**src/source/dcache_pkg.sv**
```systemverilog
package dcache_pkg;

    localparam int ADDR_W   = 32;
    localparam int OFFSET_W = 4;
    localparam int INDEX_W  = 8;
    localparam int TAG_W    = ADDR_W - INDEX_W - OFFSET_W;
    localparam int NWAY     = 2;
    localparam int LINE_W   = 8 << OFFSET_W;

    typedef logic [ADDR_W-1:0]        addr_t;
    typedef logic [31:0]              word_t;
    typedef logic [3:0]               strb_t;
    typedef logic [LINE_W-1:0]        line_t;
    typedef logic [INDEX_W-1:0]       index_t;
    typedef logic [TAG_W-1:0]         tag_t;
    typedef logic [$clog2(NWAY)-1:0]  way_t;

    typedef struct packed {
        logic dirty;
        logic valid;
        tag_t tag;
    } tag_entry_t;

    // wstrb of zero marks a load
    typedef struct packed {
        addr_t addr;
        strb_t wstrb;
        word_t wdata;
    } cpu_req_t;

    typedef struct packed {
        logic  we;
        addr_t addr;
        line_t wdata;
    } mem_req_t;

    typedef struct packed {
        logic  valid;
        way_t  way;
        logic  dirty;
        line_t line;
    } refill_t;

    typedef enum logic [2:0] {
        IDLE,
        EVICT_REQ,
        EVICT_WAIT,
        REFILL_REQ,
        REFILL_WAIT
    } miss_state_t;

    // strobed bytes of wdata land in the word slot picked by addr[3:2]
    function automatic line_t merge_store(line_t line, addr_t addr, strb_t strb, word_t wdata);
        line_t merged;
        merged = line;
        for (int b = 0; b < 4; b++) begin
            if (strb[b]) begin
                merged[int'(addr[3:2]) * 32 + b * 8 +: 8] = wdata[b * 8 +: 8];
            end
        end
        return merged;
    endfunction

endpackage

```
**src/source/dcache_miss_fsm.sv**
```systemverilog
`timescale 1ns/1ps

module dcache_miss_fsm import dcache_pkg::*; #(
    parameter logic [15:0] LFSR_SEED = 16'hace1
) (
    input  logic                   clk,
    input  logic                   rst,
    input  logic                   s3_miss_i,
    input  cpu_req_t               s3_req_i,
    input  tag_entry_t [NWAY-1:0]  s3_tags_i,
    input  line_t [NWAY-1:0]       s3_lines_i,
    output logic                   busy_o,
    output refill_t                refill_o,
    input  logic                   mem_ready_i,
    output logic                   mem_req_o,
    output mem_req_t               mem_req_data_o,
    input  logic                   mem_rvalid_i,
    input  logic                   mem_bvalid_i,
    input  line_t                  mem_rdata_i
);

    miss_state_t state, state_next;
    logic [15:0] lfsr;
    way_t        victim_way;
    way_t        pick_way;
    logic        pick_dirty;

    // free-running LFSR with taps at 16 14 13 11
    always_ff @(posedge clk) begin
        if (rst) begin
            lfsr <= LFSR_SEED;
        end else begin
            lfsr <= {lfsr[14:0], lfsr[15] ^ lfsr[13] ^ lfsr[12] ^ lfsr[10]};
        end
    end

    assign pick_way   = way_t'(lfsr[0]);
    assign pick_dirty = s3_tags_i[pick_way].valid && s3_tags_i[pick_way].dirty;

    always_ff @(posedge clk) begin
        if (rst) begin
            state      <= IDLE;
            victim_way <= '0;
        end else begin
            state <= state_next;
            if (state == IDLE && s3_miss_i) begin
                victim_way <= pick_way;
            end
        end
    end

    always_comb begin
        state_next     = state;
        mem_req_o      = 1'b0;
        mem_req_data_o = '0;
        refill_o       = '0;
        case (state)
            IDLE: begin
                if (s3_miss_i) begin
                    state_next = pick_dirty ? EVICT_REQ : REFILL_REQ;
                end
            end
            EVICT_REQ: begin
                // victim address is its own tag with the missing set index
                mem_req_data_o.we    = 1'b1;
                mem_req_data_o.addr  = {s3_tags_i[victim_way].tag,
                                        s3_req_i.addr[OFFSET_W +: INDEX_W],
                                        {OFFSET_W{1'b0}}};
                mem_req_data_o.wdata = s3_lines_i[victim_way];
                if (mem_ready_i) begin
                    mem_req_o  = 1'b1;
                    state_next = EVICT_WAIT;
                end
            end
            EVICT_WAIT: begin
                if (mem_bvalid_i) begin
                    state_next = REFILL_REQ;
                end
            end
            REFILL_REQ: begin
                mem_req_data_o.addr = {s3_req_i.addr[ADDR_W-1:OFFSET_W], {OFFSET_W{1'b0}}};
                if (mem_ready_i) begin
                    mem_req_o  = 1'b1;
                    state_next = REFILL_WAIT;
                end
            end
            REFILL_WAIT: begin
                if (mem_rvalid_i) begin
                    refill_o.valid = 1'b1;
                    refill_o.way   = victim_way;
                    // only a store miss leaves the new line dirty
                    refill_o.dirty = |s3_req_i.wstrb;
                    refill_o.line  = merge_store(mem_rdata_i, s3_req_i.addr,
                                                 s3_req_i.wstrb, s3_req_i.wdata);
                    state_next     = IDLE;
                end
            end
            default: begin
                state_next = IDLE;
            end
        endcase
    end

    // the miss itself must stall stage 3 in the cycle it shows up
    assign busy_o = (state != IDLE) || s3_miss_i;

endmodule

```
**config.mk**
```make
export PLATFORM = sky130hd
export DESIGN_NAME = dcache_miss_fsm
export DESIGN_NICKNAME = d
export VERILOG_FILES = /design/src/source/dcache_pkg.sv /design/src/source/dcache_miss_fsm.sv
export SDC_FILE = /design/constraint.sdc
export NUM_CORES = 1
export LEC_CHECK = 0
export BUFFER_PORTS_ARGS = -buffer_cell sky130_fd_sc_hd__buf_2
export CAP_MARGIN = 20
export CORE_AREA = 4 4 305 307
export DETAILED_ROUTE_END_ITERATION = 10
export DIE_AREA = 0 0 309 311
export GPL_ROUTABILITY_DRIVEN = 0
export GPL_TIMING_DRIVEN = 0
export HOLD_SLACK_MARGIN = 0.15
export SYNTH_ARGS = -nofsm -noshare
export SYNTH_HDL_FRONTEND = slang
export SYNTH_SLANG_ARGS = --single-unit
```
**constraint.sdc**
```tcl
create_clock -name clk -period 1.99 [get_ports clk]
set_input_delay 0.199 -clock clk [delete_from_list [all_inputs] [get_ports clk]]
set_output_delay 0.199 -clock clk [all_outputs]
set_load 0.1 [all_outputs]
```
==> impl_metrics.env, run 1 <==
export IMPL_status="finished with violations"
export IMPL_failed_checks="negative setup slack"
export IMPL_drc=0
export IMPL_slowest_delay_ps=310
export IMPL_holdPathStages=2
export IMPL_grt_max_degree=13
export IMPL_ctsRootBufferMaster="clkbuf_16"
export IMPL_start_kind="flip-flop"
export IMPL_syn2layout_area_growth_pct=243
export IMPL_rows=110
export IMPL_fin_nets=2146
export IMPL_final_common_cell="buf_2"
export IMPL_die_area_um2=96100
export IMPL_nFillCells=9720
export IMPL_ctsHtreeMaxLevel=1
export IMPL_synth_area_um2=5140
export IMPL_dp_hpwl_um=52100
export IMPL_setup_viol=166
export IMPL_period_share_pct=107
export IMPL_vdd_drop_max_mv=0.495
export IMPL_clock_path_buffers=2
export IMPL_tns_ps=-9270
export IMPL_rsz0062_at_grt="true"
export IMPL_io_pins=796
export IMPL_finalHoldViolations=0
export IMPL_synth_top_cell_by_area="mux2i_1"
export IMPL_synth_top_cell_area_share_pct=28.8
export IMPL_syn_inst=785
export IMPL_grt_pass1_wl_um=83400
export IMPL_core_area_um2=90000
export IMPL_crit_path_top_delay_cell="dfxtp_2"
export IMPL_first_pass_iters=5
export IMPL_port_buffers=785
export IMPL_clk_pin_slew_ps=50
export IMPL_via_per_inst=3.65
export IMPL_cp_data_required_time_ps=1790
export IMPL_max_cap_violations=0
export IMPL_start_util_pct=5.71
export IMPL_fp_dieH_um=311
export IMPL_arrival_ps=1930
export IMPL_min_period_ps=2130
export IMPL_drt_total_wl_um=68500
export IMPL_detail_route_antenna_nets=0
export IMPL_antenna_found_initial=19
export IMPL_yosysWarnings=0
export IMPL_synthTopCellsByArea="mux2i_1 (29%), nor2_1 (23%), a22oi_1 (19%)"
export IMPL_cts_tree="done"
export IMPL_hold_buffers=0
export IMPL_synth_avg_cell_area_um2=6.55
export IMPL_fin_ws_ps=-142
export IMPL_insertion_delay_ps=250
export IMPL_place_ws_ps=-1780
export IMPL_skew_ps=2.35
export IMPL_placed_area_um2=11600
export IMPL_p_leak_nw=7.00
export IMPL_cp_max_fo=12
export IMPL_slew_viol_final=0
export IMPL_power_density_nw_per_um2=523
export IMPL_seq_area_frac_synth_pct=7.79
export IMPL_worst_pin_slew_ps=562
export IMPL_worstSetupPathType="reg2out"
export IMPL_final_cell_mix="buf_2 (507), buf_12 (213), nor2_4 (199)"
export IMPL_synth_seq_cells=20
export IMPL_numCtsBuffers=3
export IMPL_overflow=0
export IMPL_netlist_cell_type_count=38
export IMPL_fmax_mhz=469
export IMPL_grt_total_usage_pct=12.2
export IMPL_r2r_cells=7
export IMPL_slew_headroom_pct=62.4
export IMPL_place_inst=2749
export IMPL_grt_pass1_vias=10420
export IMPL_vias=10299
export IMPL_min_path_type="in2reg"
export IMPL_cp_common_cell="buf_6"
export IMPL_final_cells=2821
export IMPL_fin_area_um2=17600
export IMPL_wl_per_cell_um=24.3
export IMPL_cts_sinks=20
export IMPL_end_kind="output port"
export IMPL_crit_chain="buf_6, nand2b_4, or2_4, buf_12, buf_8, nor2_1, buf_6"
export IMPL_drive_gt1_share_pct=75.9
export IMPL_initialDrtViolationCount=752
export IMPL_dieWidth_um=309
## sequential cells by signal, indices dropped and copies added (netlist names)
name        count
lfsr           16
state           3
victim_way      1
## report_power, final
group / switching, mW / internal, mW / total [mW]
logic: 5.63 / 2.73 / 8.36
clock network: 0.139 / 0.265 / 0.403
registers: 0.0326 / 0.441 / 0.474
total: 5.80 / 3.44 / 9.23
## synthesized netlist by cell type (all sizes together)
master and instances:
o21ai 1, a21oi 25, nor4b 3, xnor2 1, or4 1, nor3b 1
xor2 2, or2 8, nand3 2, nand3b 1, ha 5, a22oi 128
nor2b 9, clkbuf 6, nand2 17, nor2 313, nand2b 4, a2111oi 2
and4b 1, nor4 3, o21a 1, dfxtp 20, conb 1, nor3 3
inv 6, mux2i 148, and4 2, buf 62, and2 9
## worst paths after layout
path                            slack, ps                  to        start
worst max-delay path                 -140  mem_req_data_o[86]     state[2]
worst min register to register        410            lfsr[10]      lfsr[9]
worst min-delay path                  210            state[0]  mem_ready_i
worst max register to register        360            state[1]     state[2]
## what timing repair did
| action | in CTS | in global routing |
|---|---|---|
| buffers inserted | 26 | 22 |
| cloned | 7 | 10 |
| endpoints found under the setup margin | 289 | 281 |
| resized for setup | 975 | 417 |
| pin swaps | 32 | 115 |
## area by class of cell
class | count | area (um2) | area share [%]
inverters | 6 | 57.6 | 0.326
multi-input cells | 694 | 6370 | 36.1
clock buffers | 3 | 75.1 | 0.425
plain buffers | 66 | 943 | 5.35
repair buffers | 848 | 8300 | 47.0
diodes | 8 | 20.0 | 0.113
well taps | 1176 | 1470 | 8.34
flip-flops and latches | 20 | 410 | 2.33
## metal layers
layer / GRT usage, % / part of all wire [%]
met2: 21.4 / 48
met5: 0 / 0
met4: 3.70 / 4.0
met1: 14.3 / 38
met3: 3.80 / 9.4
## metrics by stage
step | util [%] | hold slack [ps] | power (mW)
detailed placement | 12.9 | 394 | 7.00
finish | 19.6 | 210 | 9.23
CTS | 17.3 | 207 | 8.69
global placement | 12.8 | 394 | 6.97
global route | 19.6 | 228 | 9.59
floorplan | - | 320 | 5.20
## critical path: cells and delay by family, from the launching register on
| kind | cells | cell delay [ps] |
|---|---|---|
| flip-flops | 1 | 310 |
| buffers and inverters | 4 | 750 |
| AND/OR/NAND/NOR | 3 | 570 |
## cell families (layout without fill, tap and decap cells)
family	Yosys count	after routing	share of synthesized area (%)
compound gates	157	157	21.8
xor+xnor	3	3	0.511
fa+ha+maj	5	5	1.22
buf+inv	74	923	8.62
flops	20	20	7.79
mux	148	148	28.8
other cells	1	12	0.0730
simple gates	377	377	31.1
No activity file was read; power rests on OpenSTA's default activity.
==> inputs of run 2 (changes only) <==
ABC_AREA = 1   (was not set)
CORE_AREA = 4 4 311 313   (was 4 4 305 307)
DIE_AREA = 0 0 315 317   (was 0 0 309 311)
==> run 2 against run 1 <==
The flow still finishes with violations (negative setup slack); first-iteration DRC count up 37%; sequential share of layout area down 0.25 points; core utilization up 1.3 points; synthesized cell count up 44%; highest routed layer is now met5; sequential power up 18%; cell count up 16%; global-route usage up 4.8 points; register-to-register slack better by 130 ps; via count up 24%; clock power up 11%.
==> impl_metrics.env, run 2 <==
export IMPL_status="finished with violations"
export IMPL_failed_checks="negative setup slack"
export IMPL_min_from="s3_miss_i"
export IMPL_drc=0
export IMPL_multi_input_area_um2=7670
export IMPL_final_cell_mix="buf_2 (515), nand2_1 (301), buf_12 (263)"
export IMPL_rows=113
export IMPL_synth_xor_area_share_pct=0.308
export IMPL_hold_buffers=0
export IMPL_synth_edff_count=0
export IMPL_clock_path_buffers=2
export IMPL_yosys_area_share_simple_pct=48.0
export IMPL_synth_compound_area_share_pct=30.2
export IMPL_antenna_found_initial=76
export IMPL_grt_total_usage_pct=17.1
export IMPL_final_util_pct=20.9
export IMPL_seq_area_frac_synth_pct=7.03
export IMPL_yosysMostFrequentCell="nand2_1"
export IMPL_synthTopCellsByArea="nand2_1 (22%), a21oi_1 (15%), nor2_1 (14%)"
export IMPL_tns_ps=-4510
export IMPL_fin_nets=2492
export IMPL_period_share_pct=109
export IMPL_largest_registers="lfsr: 16 flops, state: 3 flops, victim_way: 1 flops"
export IMPL_yosysWarnings=0
export IMPL_cp_max_fo=10
export IMPL_detail_route_antenna_nets=0
export IMPL_die_area_um2=99900
export IMPL_synth_top_cell_by_area="nand2_1"
export IMPL_arrival_ps=1970
export IMPL_grt_pass1_wl_um=116000
export IMPL_min_path_type="in2reg"
export IMPL_initialDrtViolationCount=1029
export IMPL_finalHoldViolations=0
export IMPL_ctsHtreeMaxLevel=1
export IMPL_drt_total_wl_um=93800
export IMPL_yosys_top_cells_count="nand2_1 (338), nor2_1 (208), a21oi_1 (174)"
export IMPL_worstSetupPathType="reg2out"
export IMPL_max_cap_violations=0
export IMPL_fp_dieH_um=317
export IMPL_core_area_um2=94300
export IMPL_cts_sinks=20
export IMPL_worst_pin_slew_ps=654
export IMPL_critPathLaunch="state[2]"
export IMPL_clk_pin_slew_ps=50
export IMPL_wl_per_cell_um=28.6
export IMPL_start_kind="flip-flop"
export IMPL_start_util_pct=6.04
export IMPL_dieWidth_um=315
export IMPL_first_pass_iters=5
export IMPL_slew_headroom_pct=56.7
export IMPL_final_cells=3275
export IMPL_io_pins=796
export IMPL_place_inst=3190
export IMPL_final_common_cell="buf_2"
export IMPL_vdd_drop_max_mv=1.03
export IMPL_vias=12734
export IMPL_largest_reg_flops=16
export IMPL_syn_inst=1133
export IMPL_nFillCells=10227
export IMPL_netlist_cell_type_count=32
export IMPL_grt_pass1_vias=12665
export IMPL_rsz0062_at_grt="true"
export IMPL_numCtsBuffers=3
export IMPL_cp_data_required_time_ps=1790
export IMPL_end_kind="output port"
export IMPL_power_density_nw_per_um2=1140
export IMPL_regMostFlops="lfsr"
export IMPL_synth_seq_cells=20
export IMPL_skew_ps=1.09
export IMPL_synth_avg_cell_area_um2=5.02
export IMPL_synthMuxAreaShare_pct=0
export IMPL_regArea_um2=409
export IMPL_drive_gt1_share_pct=67.6
export IMPL_syn2layout_area_growth_pct=247
export IMPL_insertion_delay_ps=250
export IMPL_synth_area_um2=5690
export IMPL_setup_viol=131
export IMPL_dp_hpwl_um=80400
export IMPL_synth_adder_area_share_pct=1.10
export IMPL_synth_top_cell_area_share_pct=22.3
export IMPL_min_period_ps=2170
export IMPL_p_leak_nw=7.83
export IMPL_port_buffers=788
export IMPL_fmax_mhz=462
export IMPL_overflow=0
export IMPL_cts_tree="done"
export IMPL_grt_max_degree=13
export IMPL_synthArstFlopShare_pct=0
export IMPL_via_per_inst=3.89
export IMPL_synth_main_ff_cell="dfxtp_1"
export IMPL_fin_ws_ps=-177
export IMPL_ctsRootBufferMaster="clkbuf_16"
export IMPL_slew_viol_final=0
export IMPL_r2r_start="state[2]"
export IMPL_synth_top_family_by_area="simple AND/OR/NAND/NOR gates"
run 2: kinds of logic (layout without fill, tap and decap cells):
| family | Yosys count | in the layout |
|---|---|---|
| AOI/OAI and AO/OA | 283 | 283 |
| xor gates and xnor gates | 2 | 2 |
| adders and majority gates | 5 | 5 |
| buffers and inverters | 156 | 1004 |
| DFF | 20 | 20 |
| other | 1 | 30 |
| and+or+nand+nor | 666 | 666 |
run 2: worst max-delay path, cell delays in order, from the launching register on:
cell	delay, ps
dfxtp_4	370
inv_6	80
nand2_8	60
nor2_4	210
inv_6	80
buf_6	190
buf_8	190
a21oi_1	220
buf_6	270
run 2: layout make-up:
class	instances	share of cell area, %
Timing Repair Buffer	849	43.5
Multi-Input combinational cell	960	38.9
Tap cell	1265	8.01
Buffer	93	5.42
Sequential cell	20	2.07
Inverter	58	1.36
Clock buffer	4	0.450
Antenna cell	26	0.329
run 2: worst paths after layout:
| path | endpoint | slack (ps) | depth (start not counted) |
|---|---|---|---|
| worst max-delay path | mem_req_data_o[23] | -180 | 8 |
| worst min-delay path | victim_way | 250 | 3 |
| worst max register to register | state[1] | 490 | 9 |
| worst min register to register | lfsr[3] | 400 | 2 |
run 2: through the flow:
| step | hold slack (ps) | cell area [um2] | worst slack [ps] | power, mW |
|---|---|---|---|---|
| 2_1_floorplan | 303 | 7620 | -1120 | 12.6 |
| 3_3_place_gp | 393 | 13100 | -1100 | 16.3 |
| 3_5_place_dp | 394 | 13200 | -1110 | 16.4 |
| 4_1_cts | 252 | 18100 | -173 | 21.0 |
| 5_1_grt | 268 | 19700 | -207 | 23.2 |
| 6_report | 253 | 19800 | -177 | 22.5 |
run 2: power breakdown:
group / internal [mW] / switching [mW] / total, mW / leakage (nW)
logic: 6.74 / 14.7 / 21.5 / 7.62
clock network: 0.306 / 0.141 / 0.447 / 0.0443
registers: 0.470 / 0.0889 / 0.559 / 0.168
run 2: timing repair:
item | in CTS | in global routing
cloned | 6 | 3
gates resized for setup | 1194 | 315
pin swaps | 36 | 38
endpoints found under the setup margin | 279 | 269
setup buffers | 32 | 20
run 2: per-layer routing:
| metal | wire [um] | track usage, % | vias up |
|---|---|---|---|
| met5 | 82 | 0 | - |
| met4 | 5190 | 6.20 | 14 |
| met2 | 45900 | 30.7 | 966 |
| li1 | - | - | 5511 |
| met3 | 9240 | 5.40 | 251 |
| met1 | 33400 | 18.8 | 5992 |
==> inputs of run 3 (changes only) <==
SKIP_LAST_GASP = 1   (was not set)
==> run 3 against run 2 <==
Count of clock-buffer cells in the layout stayed put; hold slack better by 2.3 ps; highest routed layer unchanged; maximum frequency is 1.3% higher; sequential share of layout area hardly changed; sequential power is 9.8% lower; the run still ends with negative setup slack left; core utilization is 0.40 points lower; routed wire length is 0.92% lower; power is 1.1% lower; register-to-register slack worse by 30 ps; clock skew is 0.92 ps higher; critical path type unchanged; setup slack better by 27 ps.
==> impl_metrics.env, run 3 (same netlist as run 2, synthesis figures left out) <==
export IMPL_max_cap_violations=0
export IMPL_largest_reg_flops=16
export IMPL_failed_checks="negative setup slack"
export IMPL_r2r_start="state[2]"
export IMPL_final_common_cell="buf_2"
export IMPL_skew_ps=2.01
export IMPL_insertion_delay_ps=250
export IMPL_largest_registers="lfsr: 16 flops, state: 3 flops, victim_way: 1 flops"
export IMPL_io_pins=796
export IMPL_drt_total_wl_um=92900
export IMPL_vias=12669
export IMPL_drive_gt1_share_pct=67.3
export IMPL_syn2layout_area_growth_pct=240
export IMPL_port_buffers=788
export IMPL_final_util_pct=20.5
export IMPL_fin_ws_ps=-149
export IMPL_combPwrFrac_pct=95.7
export IMPL_clkPwrFrac_pct=2.0
export IMPL_cp_common_cell="buf_6"
export IMPL_via_per_inst=3.89
export IMPL_grt_max_degree=13
export IMPL_wl_per_cell_um=28.5
export IMPL_place_inst=3190
export IMPL_p_sw_mw=14.9
export IMPL_cp_max_fo=10
export IMPL_numCtsBuffers=3
export IMPL_setup_viol=168
export IMPL_drc=0
export IMPL_clk_pin_slew_ps=50
export IMPL_final_cell_mix="buf_2 (517), nand2_1 (301), buf_12 (240)"
export IMPL_arrival_ps=1940
export IMPL_core_area_um2=94300
export IMPL_swShare_pct=67.0
export IMPL_grt_pass1_vias=12642
export IMPL_p_int_mw=7.35
export IMPL_status="finished with violations"
export IMPL_rsz0062_at_grt="true"
export IMPL_grt_total_usage_pct=17.1
export IMPL_rows=113
export IMPL_min_period_ps=2140
export IMPL_crit_path_top_delay_cell="dfxtp_2"
export IMPL_worstSetupPathType="reg2out"
export IMPL_vdd_drop_max_mv=1.18
export IMPL_fin_nets=2483
export IMPL_place_ws_ps=-1110
export IMPL_finalHoldViolations=0
export IMPL_fmax_mhz=467
export IMPL_p_leak_nw=7.68
export IMPL_initialDrtViolationCount=1072
export IMPL_holdPathStages=3
export IMPL_dieWidth_um=315
export IMPL_start_kind="flip-flop"
export IMPL_slew_viol_final=0
export IMPL_worst_pin_slew_ps=644
export IMPL_hold_buffers=0
export IMPL_reg2reg_to="state[1]"
export IMPL_die_area_um2=99900
export IMPL_slew_headroom_pct=57.4
export IMPL_cts_tree="done"
export IMPL_first_pass_iters=5
export IMPL_power_density_nw_per_um2=1150
export IMPL_fp_dieH_um=317
export IMPL_power_frac_seq_pct=2.3
export IMPL_grt_pass1_wl_um=116000
export IMPL_overflow=0
export IMPL_slowest_delay_ps=340
export IMPL_crit_chain="buf_8, nand2_8, nor2_4, inv_6, buf_6, buf_6, a21oi_1, buf_6"
export IMPL_final_cells=3261
export IMPL_r2r_cells=9
export IMPL_clock_path_buffers=2
export IMPL_end_kind="output port"
export IMPL_cp_num_buf_inv=5
export IMPL_ctsHtreeMaxLevel=1
export IMPL_cp_data_required_time_ps=1790
export IMPL_period_share_pct=108
export IMPL_min_to="victim_way"
export IMPL_antenna_found_initial=75
export IMPL_start_util_pct=6.04
export IMPL_regToRegSetupSlack_ps=460
export IMPL_regMostFlops="lfsr"
export IMPL_cts_sinks=20
export IMPL_min_path_type="in2reg"
export IMPL_dp_hpwl_um=80400
export IMPL_cpLargestDelayFamily="buffers and inverters"
export IMPL_min_from="s3_miss_i"
export IMPL_ctsRootBufferMaster="clkbuf_16"
export IMPL_detail_route_antenna_nets=0
-- run 3: power groups by stage --
stage,sequential (mW),clock (mW),combinational (mW)
2_1_floorplan,0.493,0,12.1
3_3_place_gp,0.500,0,15.8
3_5_place_dp,0.501,0,15.9
4_1_cts,0.502,0.453,19.7
5_1_grt,0.508,0.478,22.0
6_report,0.504,0.443,21.3
-- run 3: cell type report --
type | count | area, um2
multi-input combinational | 960 | 7620
buffer | 94 | 1020
antenna | 21 | 52.6
sequential | 20 | 403
fill | 10309 | 74900
timing repair buffer | 839 | 8340
tap | 1265 | 1580
inverter | 58 | 259
clock buffer | 4 | 88.8
-- run 3: per-stage QoR --
stage                     setup TNS (ps)  hold WS, ps  power, mW  cell area, um2
final                              -7150          255       22.2           19400
after global routing              -20700          268       23.0           19400
after CTS                         -17260          252       20.7           17800
after detailed placement         -117030          394       16.4           13200
after global placement           -117690          393       16.3           13100
after floorplan                  -112420          303       12.6            7620
-- run 3: metal layers --
layer  track usage (%)  vias to the layer above  share of wire (%)
li1                  -                     5474                  -
met2              30.9                      917                 50
met1              18.8                     6006                 36
met3              5.28                      258                9.4
met4              5.98                       14                5.0
met5                 0                        -              0.085
-- run 3: worst max-delay path by stage --
stage                 start                   to  slack, ps  cells after the start
3_3_place_gp   s3_req_i[38]         refill_o[89]      -1100                      9
3_5_place_dp   s3_req_i[38]         refill_o[89]      -1110                      9
5_1_grt        s3_req_i[38]        refill_o[103]       -310                      8
4_1_cts            state[0]  mem_req_data_o[152]       -170                      7
2_1_floorplan      state[0]  mem_req_data_o[100]      -1120                      7
6_report           state[0]   mem_req_data_o[23]       -150                      8
-- run 3: repair_timing --
item	in CTS	in global routing
cloned	6	2
resized for setup	1127	311
endpoints found under the setup margin	279	267
setup buffers	32	11
pin swaps	36	25
-- run 3: worst register-to-register path: cells and delay by family, from the launching register on --
family	cells	cell delay, ps
buffers and inverters	3	390
flip-flops	1	410
AND/OR/NAND/NOR	6	640
